### config.mk
export PLATFORM = sky130hd
export DESIGN_NAME = ep0_top
export DESIGN_NICKNAME = d
export VERILOG_FILES = /design/src/hdl/usb_std_pkg.sv /design/src/hdl/ep0_cfg_pkg.sv /design/src/hdl/setup_decoder.sv /design/src/hdl/descriptor_rom.sv /design/src/hdl/ep0_control.sv /design/src/hdl/ep0_status_apb.sv /design/src/hdl/ep0_top.sv
export SDC_FILE = /design/constraint.sdc
export NUM_CORES = 1
export LEC_CHECK = 0
export BUFFER_PORTS_ARGS = -buffer_cell sky130_fd_sc_hd__buf_2
export CAP_MARGIN = 25
export CORE_MARGIN = 3
export CORE_UTILIZATION = 56
export DETAILED_ROUTE_END_ITERATION = 8
export GPL_TIMING_DRIVEN = 1
export MAX_ROUTING_LAYER = met4
export PLACE_DENSITY = 0.87
export SLEW_MARGIN = 0
export SYNTH_ARGS = -nofsm -noshare
export SYNTH_HDL_FRONTEND = slang
export SYNTH_HIERARCHICAL = 1
export SYNTH_SLANG_ARGS = --single-unit
### constraint.sdc
create_clock -name clock -period 8.7 [get_ports clock]
set_clock_uncertainty 0.1 [all_clocks]
set_input_delay 0 -clock clock [delete_from_list [all_inputs] [get_ports clock]]
set_output_delay 0 -clock clock [all_outputs]
set_load 0.005 [all_outputs]
### src/hdl/usb_std_pkg.sv
`default_nettype none

package usb_std_pkg;

  // SETUP packet as delivered by the protocol layer, endpoint in the top bits
  typedef struct packed {
    logic [3:0]  endpoint;
    logic [7:0]  bm_request_type;
    logic [7:0]  b_request;
    logic [15:0] w_value;
    logic [15:0] w_index;
    logic [15:0] w_length;
  } usb_setup_t;

  // Standard request codes handled on endpoint 0
  typedef enum logic [7:0] {
    SET_ADDRESS       = 8'd5,
    GET_DESCRIPTOR    = 8'd6,
    SET_CONFIGURATION = 8'd9
  } usb_request_e;

  // Descriptor types carried in the high byte of wValue
  typedef enum logic [7:0] {
    DEVICE = 8'd1,
    CONFIG = 8'd2,
    STRING = 8'd3
  } usb_desc_type_e;

  // Type code of an interface descriptor inside the configuration bundle
  localparam logic [7:0] INTERFACE_DESC_TYPE = 8'h04;

  // bmRequestType fields
  localparam logic [1:0] REQ_TYPE_STANDARD = 2'b00;
  localparam logic [4:0] RECIPIENT_DEVICE  = 5'b00000;

  // bcdUSB values
  localparam logic [15:0] BCD_USB_20 = 16'h0200;
  localparam logic [15:0] BCD_USB_11 = 16'h0110;

  // Endpoint 0 packet size reported in the device descriptor
  localparam logic [7:0] EP0_MAX_PACKET = 8'h40;

  // US English, the only supported language
  localparam logic [15:0] LANG_ID_EN_US = 16'h0409;

  // Descriptor lengths in bytes
  localparam int DEVICE_DESC_LEN    = 18;
  localparam int CONFIG_HDR_LEN     = 9;
  localparam int INTERFACE_DESC_LEN = 9;
  localparam int CONFIG_DESC_LEN    = CONFIG_HDR_LEN + INTERFACE_DESC_LEN;
  localparam int LANG_DESC_LEN      = 4;

endpackage

`default_nettype wire

### src/hdl/ep0_cfg_pkg.sv
`default_nettype none

package ep0_cfg_pkg;

  // Decoded request classes, encoding follows the legacy core
  typedef enum logic [2:0] {
    NONE,
    GET_DEVICE,
    SET_ADDRESS,
    GET_CONFIG,
    SET_CONFIG,
    GET_STRING
  } req_kind_e;

  // Control engine states
  typedef enum logic [1:0] {
    IDLE,
    GET_DESC,
    SET_ADDR,
    SET_CONF
  } ctl_state_e;

  // Device state seen by the CPU, refused is a one-cycle pulse
  typedef struct packed {
    logic [6:0] device_address;
    logic [7:0] current_configuration;
    logic       configured;
    logic       refused;
  } ep0_status_t;

  // ROM layout: device, configuration, language, product string
  localparam int CONFIG_OFFSET  = usb_std_pkg::DEVICE_DESC_LEN;
  localparam int LANG_OFFSET    = CONFIG_OFFSET + usb_std_pkg::CONFIG_DESC_LEN;
  localparam int PRODUCT_OFFSET = LANG_OFFSET + usb_std_pkg::LANG_DESC_LEN;

  // String index reported as iProduct
  localparam logic [7:0] PRODUCT_STR_INDEX = 8'd2;

  // UTF-16 string descriptor, two header bytes plus two per character
  function automatic int string_desc_len(int num_chars);
    return 2 + 2 * num_chars;
  endfunction

  // Bytes in use, the string block is dropped when there is no product text
  function automatic int rom_size(int product_len);
    return (product_len > 0) ? PRODUCT_OFFSET + string_desc_len(product_len) : LANG_OFFSET;
  endfunction

endpackage

`default_nettype wire

### src/hdl/setup_decoder.sv
`timescale 1ns/10ps
`default_nettype none

module setup_decoder #(
  parameter int PRODUCT_LEN = 0,
  parameter int ROM_AW      = 6
) (
  input  usb_std_pkg::usb_setup_t setup_i,
  output ep0_cfg_pkg::req_kind_e  req_kind_o,
  output logic [ROM_AW-1:0]       start_addr_o
);

  logic       std_dev_req;
  logic [7:0] desc_type;
  logic [7:0] desc_index;

  // Standard request aimed at the device itself on endpoint 0
  assign std_dev_req = (setup_i.endpoint == 4'h0) &&
                       (setup_i.bm_request_type[6:5] == usb_std_pkg::REQ_TYPE_STANDARD) &&
                       (setup_i.bm_request_type[4:0] == usb_std_pkg::RECIPIENT_DEVICE);

  assign desc_type  = setup_i.w_value[15:8];
  assign desc_index = setup_i.w_value[7:0];

  always_comb begin
    req_kind_o   = ep0_cfg_pkg::NONE;
    start_addr_o = '0;
    if (std_dev_req) begin
      case (setup_i.b_request)
        usb_std_pkg::GET_DESCRIPTOR: begin
          case (desc_type)
            usb_std_pkg::DEVICE: req_kind_o = ep0_cfg_pkg::GET_DEVICE;
            usb_std_pkg::CONFIG: begin
              req_kind_o   = ep0_cfg_pkg::GET_CONFIG;
              start_addr_o = ROM_AW'(ep0_cfg_pkg::CONFIG_OFFSET);
            end
            usb_std_pkg::STRING: begin
              // Index 0 is the language list
              if (PRODUCT_LEN > 0 && desc_index == 8'd0) begin
                req_kind_o   = ep0_cfg_pkg::GET_STRING;
                start_addr_o = ROM_AW'(ep0_cfg_pkg::LANG_OFFSET);
              end else if (PRODUCT_LEN > 0 && desc_index == ep0_cfg_pkg::PRODUCT_STR_INDEX) begin
                req_kind_o   = ep0_cfg_pkg::GET_STRING;
                start_addr_o = ROM_AW'(ep0_cfg_pkg::PRODUCT_OFFSET);
              end
            end
            default: req_kind_o = ep0_cfg_pkg::NONE;
          endcase
        end
        usb_std_pkg::SET_ADDRESS:       req_kind_o = ep0_cfg_pkg::SET_ADDRESS;
        usb_std_pkg::SET_CONFIGURATION: req_kind_o = ep0_cfg_pkg::SET_CONFIG;
        default:                        req_kind_o = ep0_cfg_pkg::NONE;
      endcase
    end
  end

endmodule

`default_nettype wire

### src/hdl/descriptor_rom.sv
`timescale 1ns/10ps
`default_nettype none

module descriptor_rom #(
  parameter logic [15:0] VENDOR_ID   = 16'hFACE,
  parameter logic [15:0] PRODUCT_ID  = 16'h0BDE,
  parameter bit          HIGH_SPEED  = 1'b1,
  parameter int          PRODUCT_LEN = 0,
  parameter              PRODUCT_STR = "",
  parameter int          ROM_AW      = 6
) (
  input  logic [ROM_AW-1:0] addr_i,
  output logic [7:0]        data_o,
  output logic              last_o
);

  localparam int ROM_DEPTH = 2 ** ROM_AW;
  localparam int DEV_LEN   = usb_std_pkg::DEVICE_DESC_LEN;
  localparam int CFG_LEN   = usb_std_pkg::CONFIG_DESC_LEN;
  localparam int LANG_LEN  = usb_std_pkg::LANG_DESC_LEN;
  localparam int PROD_LEN  = ep0_cfg_pkg::string_desc_len(PRODUCT_LEN);

  localparam logic [15:0] BCD_USB = HIGH_SPEED ? usb_std_pkg::BCD_USB_20 : usb_std_pkg::BCD_USB_11;
  localparam logic [7:0]  I_PRODUCT = (PRODUCT_LEN > 0) ? ep0_cfg_pkg::PRODUCT_STR_INDEX : 8'h00;

  // Byte 0 sits in the low bits, multi-byte fields are little endian
  localparam logic [8*DEV_LEN-1:0] DEVICE_DESC = {
    8'h01, 8'h00, I_PRODUCT, 8'h00,
    16'h0000, PRODUCT_ID, VENDOR_ID,
    usb_std_pkg::EP0_MAX_PACKET, 8'h00, 8'h00, 8'hFF,
    BCD_USB, usb_std_pkg::DEVICE, 8'(DEV_LEN)
  };

  // One configuration with a single interface and no extra endpoints
  localparam logic [8*CFG_LEN-1:0] CONFIG_DESC = {
    8'h00, 8'h00, 8'h00, 8'h00, 8'h00, 8'h00, 8'h00,
    usb_std_pkg::INTERFACE_DESC_TYPE, 8'(usb_std_pkg::INTERFACE_DESC_LEN),
    8'h32, 8'hC0, 8'h00, 8'h01, 8'h01,
    16'(CFG_LEN), usb_std_pkg::CONFIG, 8'(usb_std_pkg::CONFIG_HDR_LEN)
  };

  localparam logic [8*LANG_LEN-1:0] LANG_DESC = {
    usb_std_pkg::LANG_ID_EN_US, usb_std_pkg::STRING, 8'(LANG_LEN)
  };

  // ASCII text widened to UTF-16, first character first
  function automatic logic [8*PROD_LEN-1:0] product_desc();
    logic [8*PROD_LEN-1:0] d;
    d = '0;
    d[7:0]  = 8'(PROD_LEN);
    d[15:8] = usb_std_pkg::STRING;
    for (int i = 0; i < PRODUCT_LEN; i++) begin
      d[8*(2+2*i) +: 8] = PRODUCT_STR[8*(PRODUCT_LEN-1-i) +: 8];
    end
    return d;
  endfunction

  function automatic logic [8*ROM_DEPTH-1:0] build_image();
    logic [8*ROM_DEPTH-1:0] img;
    img = '0;
    img[0 +: 8*DEV_LEN] = DEVICE_DESC;
    img[8*ep0_cfg_pkg::CONFIG_OFFSET +: 8*CFG_LEN] = CONFIG_DESC;
    if (PRODUCT_LEN > 0) begin
      img[8*ep0_cfg_pkg::LANG_OFFSET +: 8*LANG_LEN] = LANG_DESC;
      img[8*ep0_cfg_pkg::PRODUCT_OFFSET +: 8*PROD_LEN] = product_desc();
    end
    return img;
  endfunction

  // Final byte of every descriptor
  function automatic logic [ROM_DEPTH-1:0] build_last();
    logic [ROM_DEPTH-1:0] marks;
    marks = '0;
    marks[DEV_LEN-1] = 1'b1;
    marks[ep0_cfg_pkg::CONFIG_OFFSET+CFG_LEN-1] = 1'b1;
    if (PRODUCT_LEN > 0) begin
      marks[ep0_cfg_pkg::LANG_OFFSET+LANG_LEN-1]   = 1'b1;
      marks[ep0_cfg_pkg::PRODUCT_OFFSET+PROD_LEN-1] = 1'b1;
    end
    return marks;
  endfunction

  localparam logic [8*ROM_DEPTH-1:0] ROM_IMAGE = build_image();
  localparam logic [ROM_DEPTH-1:0]   LAST_MAP  = build_last();

  // Unused locations read as zero with no last mark
  assign data_o = ROM_IMAGE[8*addr_i +: 8];
  assign last_o = LAST_MAP[addr_i];

endmodule

`default_nettype wire

### src/hdl/ep0_control.sv
`timescale 1ns/10ps
`default_nettype none

module ep0_control #(
  parameter int ROM_AW = 6
) (
  input  logic                     clock,
  input  logic                     reset,
  input  logic                     xfer_req_i,
  input  usb_std_pkg::usb_setup_t  setup_i,
  input  ep0_cfg_pkg::req_kind_e   req_kind_i,
  input  logic [ROM_AW-1:0]        start_addr_i,
  input  logic [7:0]               rom_data_i,
  input  logic                     rom_last_i,
  output logic [ROM_AW-1:0]        rom_addr_o,
  output logic                     xfer_gnt_o,
  output logic                     tvalid_o,
  output logic                     tlast_o,
  output logic [7:0]               tdata_o,
  input  logic                     tready_i,
  output ep0_cfg_pkg::ep0_status_t status_o
);

  ep0_cfg_pkg::ctl_state_e state_q;
  logic [ROM_AW-1:0]       ptr_q;
  logic                    gnt_q;
  logic                    req_q;
  logic [6:0]              dev_addr_q;
  logic [6:0]              pend_addr_q;
  logic [7:0]              cfg_q;
  logic                    configured_q;
  logic                    accept;
  logic                    refused;

  assign accept  = (state_q == ep0_cfg_pkg::IDLE) && xfer_req_i &&
                   (req_kind_i != ep0_cfg_pkg::NONE);
  // First cycle of a request nobody will answer
  assign refused = (state_q == ep0_cfg_pkg::IDLE) && xfer_req_i && !req_q &&
                   (req_kind_i == ep0_cfg_pkg::NONE);

  always_ff @(posedge clock) begin
    if (reset) begin
      state_q      <= ep0_cfg_pkg::IDLE;
      ptr_q        <= '0;
      gnt_q        <= 1'b0;
      req_q        <= 1'b0;
      dev_addr_q   <= '0;
      cfg_q        <= '0;
      configured_q <= 1'b0;
    end else begin
      gnt_q <= xfer_req_i && (req_kind_i != ep0_cfg_pkg::NONE);
      req_q <= xfer_req_i;
      case (state_q)
        ep0_cfg_pkg::IDLE: begin
          if (accept) begin
            case (req_kind_i)
              ep0_cfg_pkg::SET_ADDRESS: state_q <= ep0_cfg_pkg::SET_ADDR;
              ep0_cfg_pkg::SET_CONFIG: begin
                cfg_q   <= setup_i.w_value[7:0];
                state_q <= ep0_cfg_pkg::SET_CONF;
              end
              default: begin
                ptr_q   <= start_addr_i;
                state_q <= ep0_cfg_pkg::GET_DESC;
              end
            endcase
          end
        end
        ep0_cfg_pkg::GET_DESC: begin
          if (!xfer_req_i) begin
            state_q <= ep0_cfg_pkg::IDLE;
          end else if (tready_i) begin
            ptr_q <= ptr_q + 1'b1;
          end
        end
        // New address only after the status stage
        ep0_cfg_pkg::SET_ADDR: begin
          if (!xfer_req_i) begin
            dev_addr_q <= pend_addr_q;
            state_q    <= ep0_cfg_pkg::IDLE;
          end
        end
        ep0_cfg_pkg::SET_CONF: begin
          if (!xfer_req_i) begin
            configured_q <= 1'b1;
            state_q      <= ep0_cfg_pkg::IDLE;
          end
        end
        default: state_q <= ep0_cfg_pkg::IDLE;
      endcase
    end
  end

  // Captured at acceptance, setup may change once the request drops
  always_ff @(posedge clock) begin
    if (accept && req_kind_i == ep0_cfg_pkg::SET_ADDRESS) begin
      pend_addr_q <= setup_i.w_value[6:0];
    end
  end

  assign rom_addr_o = ptr_q;
  assign xfer_gnt_o = gnt_q;
  assign tvalid_o   = (state_q == ep0_cfg_pkg::GET_DESC);
  assign tdata_o    = rom_data_i;
  assign tlast_o    = rom_last_i;

  assign status_o = '{
    device_address:        dev_addr_q,
    current_configuration: cfg_q,
    configured:            configured_q,
    refused:               refused
  };

endmodule

`default_nettype wire

### src/hdl/ep0_status_apb.sv
`timescale 1ns/10ps
`default_nettype none

module ep0_status_apb (
  input  logic                     clock,
  input  logic                     reset,
  input  ep0_cfg_pkg::ep0_status_t status_i,
  input  logic                     psel_i,
  input  logic                     penable_i,
  input  logic                     pwrite_i,
  input  logic [3:0]               paddr_i,
  output logic [31:0]              prdata_o,
  output logic                     pready_o,
  output logic                     pslverr_o
);

  // Register offsets
  localparam logic [3:0] REG_ADDRESS    = 4'h0;
  localparam logic [3:0] REG_CONFIG     = 4'h4;
  localparam logic [3:0] REG_CONFIGURED = 4'h8;
  localparam logic [3:0] REG_REFUSED    = 4'hC;

  logic [15:0] refused_cnt_q;
  logic [31:0] rd_data;
  logic        bad_addr;

  // Saturating count of refused requests
  always_ff @(posedge clock) begin
    if (reset) begin
      refused_cnt_q <= '0;
    end else if (status_i.refused && refused_cnt_q != 16'hFFFF) begin
      refused_cnt_q <= refused_cnt_q + 16'd1;
    end
  end

  always_comb begin
    bad_addr = 1'b0;
    case (paddr_i)
      REG_ADDRESS:    rd_data = 32'(status_i.device_address);
      REG_CONFIG:     rd_data = 32'(status_i.current_configuration);
      REG_CONFIGURED: rd_data = 32'(status_i.configured);
      REG_REFUSED:    rd_data = 32'(refused_cnt_q);
      default: begin
        rd_data  = '0;
        bad_addr = 1'b1;
      end
    endcase
  end

  // Read-only block, no wait states
  assign pready_o  = 1'b1;
  assign pslverr_o = psel_i && penable_i && (pwrite_i || bad_addr);
  assign prdata_o  = (pwrite_i || bad_addr) ? 32'd0 : rd_data;

endmodule

`default_nettype wire

### src/hdl/ep0_top.sv
`timescale 1ns/10ps
`default_nettype none

module ep0_top #(
  parameter logic [15:0] VENDOR_ID   = 16'hFACE,
  parameter logic [15:0] PRODUCT_ID  = 16'h0BDE,
  parameter bit          HIGH_SPEED  = 1'b1,
  parameter int          PRODUCT_LEN = 7,
  parameter              PRODUCT_STR = "EP0 USB"
) (
  input  logic                    clock,
  input  logic                    reset,
  input  usb_std_pkg::usb_setup_t setup_i,
  input  logic                    xfer_req_i,
  output logic                    xfer_gnt_o,
  output logic [7:0]              tdata_o,
  output logic                    tvalid_o,
  output logic                    tlast_o,
  input  logic                    tready_i,
  input  logic                    psel_i,
  input  logic                    penable_i,
  input  logic                    pwrite_i,
  input  logic [3:0]              paddr_i,
  output logic [31:0]             prdata_o,
  output logic                    pready_o,
  output logic                    pslverr_o
);

  // ROM address width covers every descriptor in use
  localparam int ROM_AW = $clog2(ep0_cfg_pkg::rom_size(PRODUCT_LEN));

  ep0_cfg_pkg::req_kind_e   req_kind;
  ep0_cfg_pkg::ep0_status_t status;
  logic [ROM_AW-1:0]        start_addr;
  logic [ROM_AW-1:0]        rom_addr;
  logic [7:0]               rom_data;
  logic                     rom_last;

  setup_decoder #(
    .PRODUCT_LEN (PRODUCT_LEN),
    .ROM_AW      (ROM_AW)
  ) u_decoder (
    .setup_i      (setup_i),
    .req_kind_o   (req_kind),
    .start_addr_o (start_addr)
  );

  descriptor_rom #(
    .VENDOR_ID   (VENDOR_ID),
    .PRODUCT_ID  (PRODUCT_ID),
    .HIGH_SPEED  (HIGH_SPEED),
    .PRODUCT_LEN (PRODUCT_LEN),
    .PRODUCT_STR (PRODUCT_STR),
    .ROM_AW      (ROM_AW)
  ) u_rom (
    .addr_i (rom_addr),
    .data_o (rom_data),
    .last_o (rom_last)
  );

  ep0_control #(
    .ROM_AW (ROM_AW)
  ) u_control (
    .clock        (clock),
    .reset        (reset),
    .xfer_req_i   (xfer_req_i),
    .setup_i      (setup_i),
    .req_kind_i   (req_kind),
    .start_addr_i (start_addr),
    .rom_data_i   (rom_data),
    .rom_last_i   (rom_last),
    .rom_addr_o   (rom_addr),
    .xfer_gnt_o   (xfer_gnt_o),
    .tvalid_o     (tvalid_o),
    .tlast_o      (tlast_o),
    .tdata_o      (tdata_o),
    .tready_i     (tready_i),
    .status_o     (status)
  );

  ep0_status_apb u_status (
    .clock     (clock),
    .reset     (reset),
    .status_i  (status),
    .psel_i    (psel_i),
    .penable_i (penable_i),
    .pwrite_i  (pwrite_i),
    .paddr_i   (paddr_i),
    .prdata_o  (prdata_o),
    .pready_o  (pready_o),
    .pslverr_o (pslverr_o)
  );

endmodule

`default_nettype wire

==> out/qor.txt <==
commonest non-fill, non-tap cells in the layout -> buf_2, dfxtp_1, nor2_1, a21oi_1
status -> completed
initial antenna violation count -> 0
RSZ-0062 raised after global routing -> no
deepest clock path buffer count -> 2
Wirelength per Cell -> 15.4 um
GRT overflow -> 0
CTS root buffer -> clkbuf_8
post-route ant nets -> 0
H-tree levels -> 2
synth warn -> 6
top_reg_cell synth -> dfxtp_1
Crit Path Class -> primary input to register
slew at the pin closest to its max-slew limit -> 0.923 ns
layout cells sized above 1 -> 0.241
CP Max Fanout -> 10
DR vias -> 3413
register area share after synthesis -> 0.279
Area growth syn-to-layout -> 8.12%
CTS tree -> yes
max-cap viol count -> 0
largest net degree at the start of global routing -> 39
die height -> 88.1 um
achievable frequency -> 283 MHz
DRC Markers -> 0
I/O Pins -> 124
DP Wirelength -> 6170 um
Crit path arrival time -> 3.65 ns
Die Footprint -> 0.00776 mm2
CTS Sinks -> 49
Setup violations, final -> 0
drt total wl -> 8580 um
DRT iter0 DRCs -> 303
Die Width -> 88.1 um
Total Nets Final -> 568
syn avg cell area -> 8.74 um2
Slew Limit Fails -> 0
Gate Count Post-Synth -> 432
most common cell after layout, fill and taps aside -> buf_2
worst hold slack -> 0.0637 ns
GRT Util Overall -> 0.231
drt first pass iters -> 5
number of synthesized register bits -> 49
setup tns final -> 0 ns
cell count after placement -> 541
Post-synth EDFFs -> 7
CP required -> 8.81 ns
Starting Density -> 0.588
Max VDD drop -> 0.0704 mV
slew margin rel. -> 0.384
post-route design area -> 0.00408 mm2
first-pass GRT wire length -> 14200 um
area post-placement -> 0.00389 mm2
P_leak -> 0.00162 uW
clk_lat worst skew -> 0.31 ns
RePlAce Congestion -> 0.891
standard-cell rows -> 29
Final Cycle Share -> 0.407
Final min period -> 3.54 ns
startpoint types -> primary input
n_diodes -> 0
Synth cell types -> 85
Via density -> 6.11
Setup crit end kind -> register
Mapped Area -> 0.00377 mm2
TritonCTS Buffers -> 5
worst hold path class -> primary input to register
clock slew at reported path FFs -> 0.10 ns
Non-Filler Instances -> 559
I/O Buffers -> 73
vias in the first global route -> 3189
asr flop ratio synth -> 0
pwr dens -> 99.7 mW/mm2
Final Hold Fails -> 0
post-cts resize count -> 0
area of the core -> 0.00642 mm2
## critical path: stages
cell           delay, ns
dlygate4sd3_1       0.54
buf_2               0.13
or4_4               0.53
or4_4               0.53
and3_4              0.22
nor4_4              0.46
or4b_4              0.30
nor4_2              0.10
and4_1              0.35
nand3_1             0.13
nor3_2              0.04
a2111oi_2           0.32
## area by class of cell
class                           count  area (um2)
Sequential cell                    49        1050
Multi-Input combinational cell    324        2300
Tap cell                           77        96.3
Fill cell                         519        2340
Inverter                           16        60.1
Clock buffer                        5        68.8
Timing Repair Buffer               85         480
Clock inverter                      3        21.3
## cells in the mapped netlist (all sizes together), types with 7 or more instances
cell type	n	area (um2)
nand3	13	65.1
mux2i	18	180
nand4	12	120
inv	16	60.1
edfxtp	7	210
nor3	13	70.1
nand2	10	37.5
nor2	32	120
nor2b	12	75.1
o21ai	19	95.1
a21oi	32	160
ha	8	100
nor4	11	105
buf	49	382
nand2b	15	93.8
clkbuf	9	35.0
and2	10	63.8
dfxtp	42	841
or3	9	60.1
## repair_timing
item | 4_1_cts | 5_1_grt
endpoints found under the hold margin | 21 | 0
setup endpoints to repair | 0 | 0
buffers inserted | 0 | 0
hold buffers | 10 | 0
## layer usage
metal  global-route usage  vias up  routed length, um
met2                0.389      149               4350
met1                0.285     1606               3630
met5                    -        -                  0
li1                     -     1648                  -
met3               0.0395       10                529
met4               0.0618        0                 82
## registers in the layout, indices dropped and copies added, names as in the netlist
name,cells
u_control/dev_addr_q,7
u_control/pend_addr_q,7
u_control/req_q,1
u_status/refused_cnt_q,16
u_control/state_q,2
u_control/configured_q,1
u_control/cfg_q,8
u_control/xfer_gnt_o,1
u_control/rom_addr_o,6
## path summary, 6_finish.rpt
| kind | startpoint | end | slack, ns | cells after the start |
|---|---|---|---|---|
| max | setup_i[39] | u_status/refused_cnt_q[15] | 5.16 | 12 |
| min | setup_i[45] | u_control/rom_addr_o[1] | 0.06 | 5 |
| max reg2reg | u_control/state_q[0] | u_status/refused_cnt_q[10] | 5.68 | 5 |
| min reg2reg | u_control/configured_q | u_control/configured_q | 0.38 | 2 |
## cell families after synthesis
| family | after synthesis | share of synthesized area |
|---|---|---|
| AOI/OAI and AO/OA | 97 | 0.180 |
| xor gates and xnor gates | 4 | 0.00929 |
| adders and majority gates | 8 | 0.0265 |
| buffers and inverters | 74 | 0.126 |
| DFF | 49 | 0.279 |
| muxes | 22 | 0.0637 |
| other | 3 | 0.00298 |
| and+or+nand+nor | 175 | 0.313 |
## through the flow
stage | power (uW) | util | worst slack, ns
2_1_floorplan | 260 | - | 5.71
3_3_place_gp | 267 | 0.606 | 5.42
3_5_place_dp | 269 | 0.606 | 5.35
4_1_cts | 407 | 0.635 | 5.17
5_1_grt | 424 | 0.635 | 5.00
6_report | 407 | 0.635 | 5.16
## power by group
group	switching, uW	internal [uW]
Combinational	19.8	16.4
Sequential	1.11	230
Clock	82.0	57.3
Total	103	304
(Power assumes the default switching activity.)
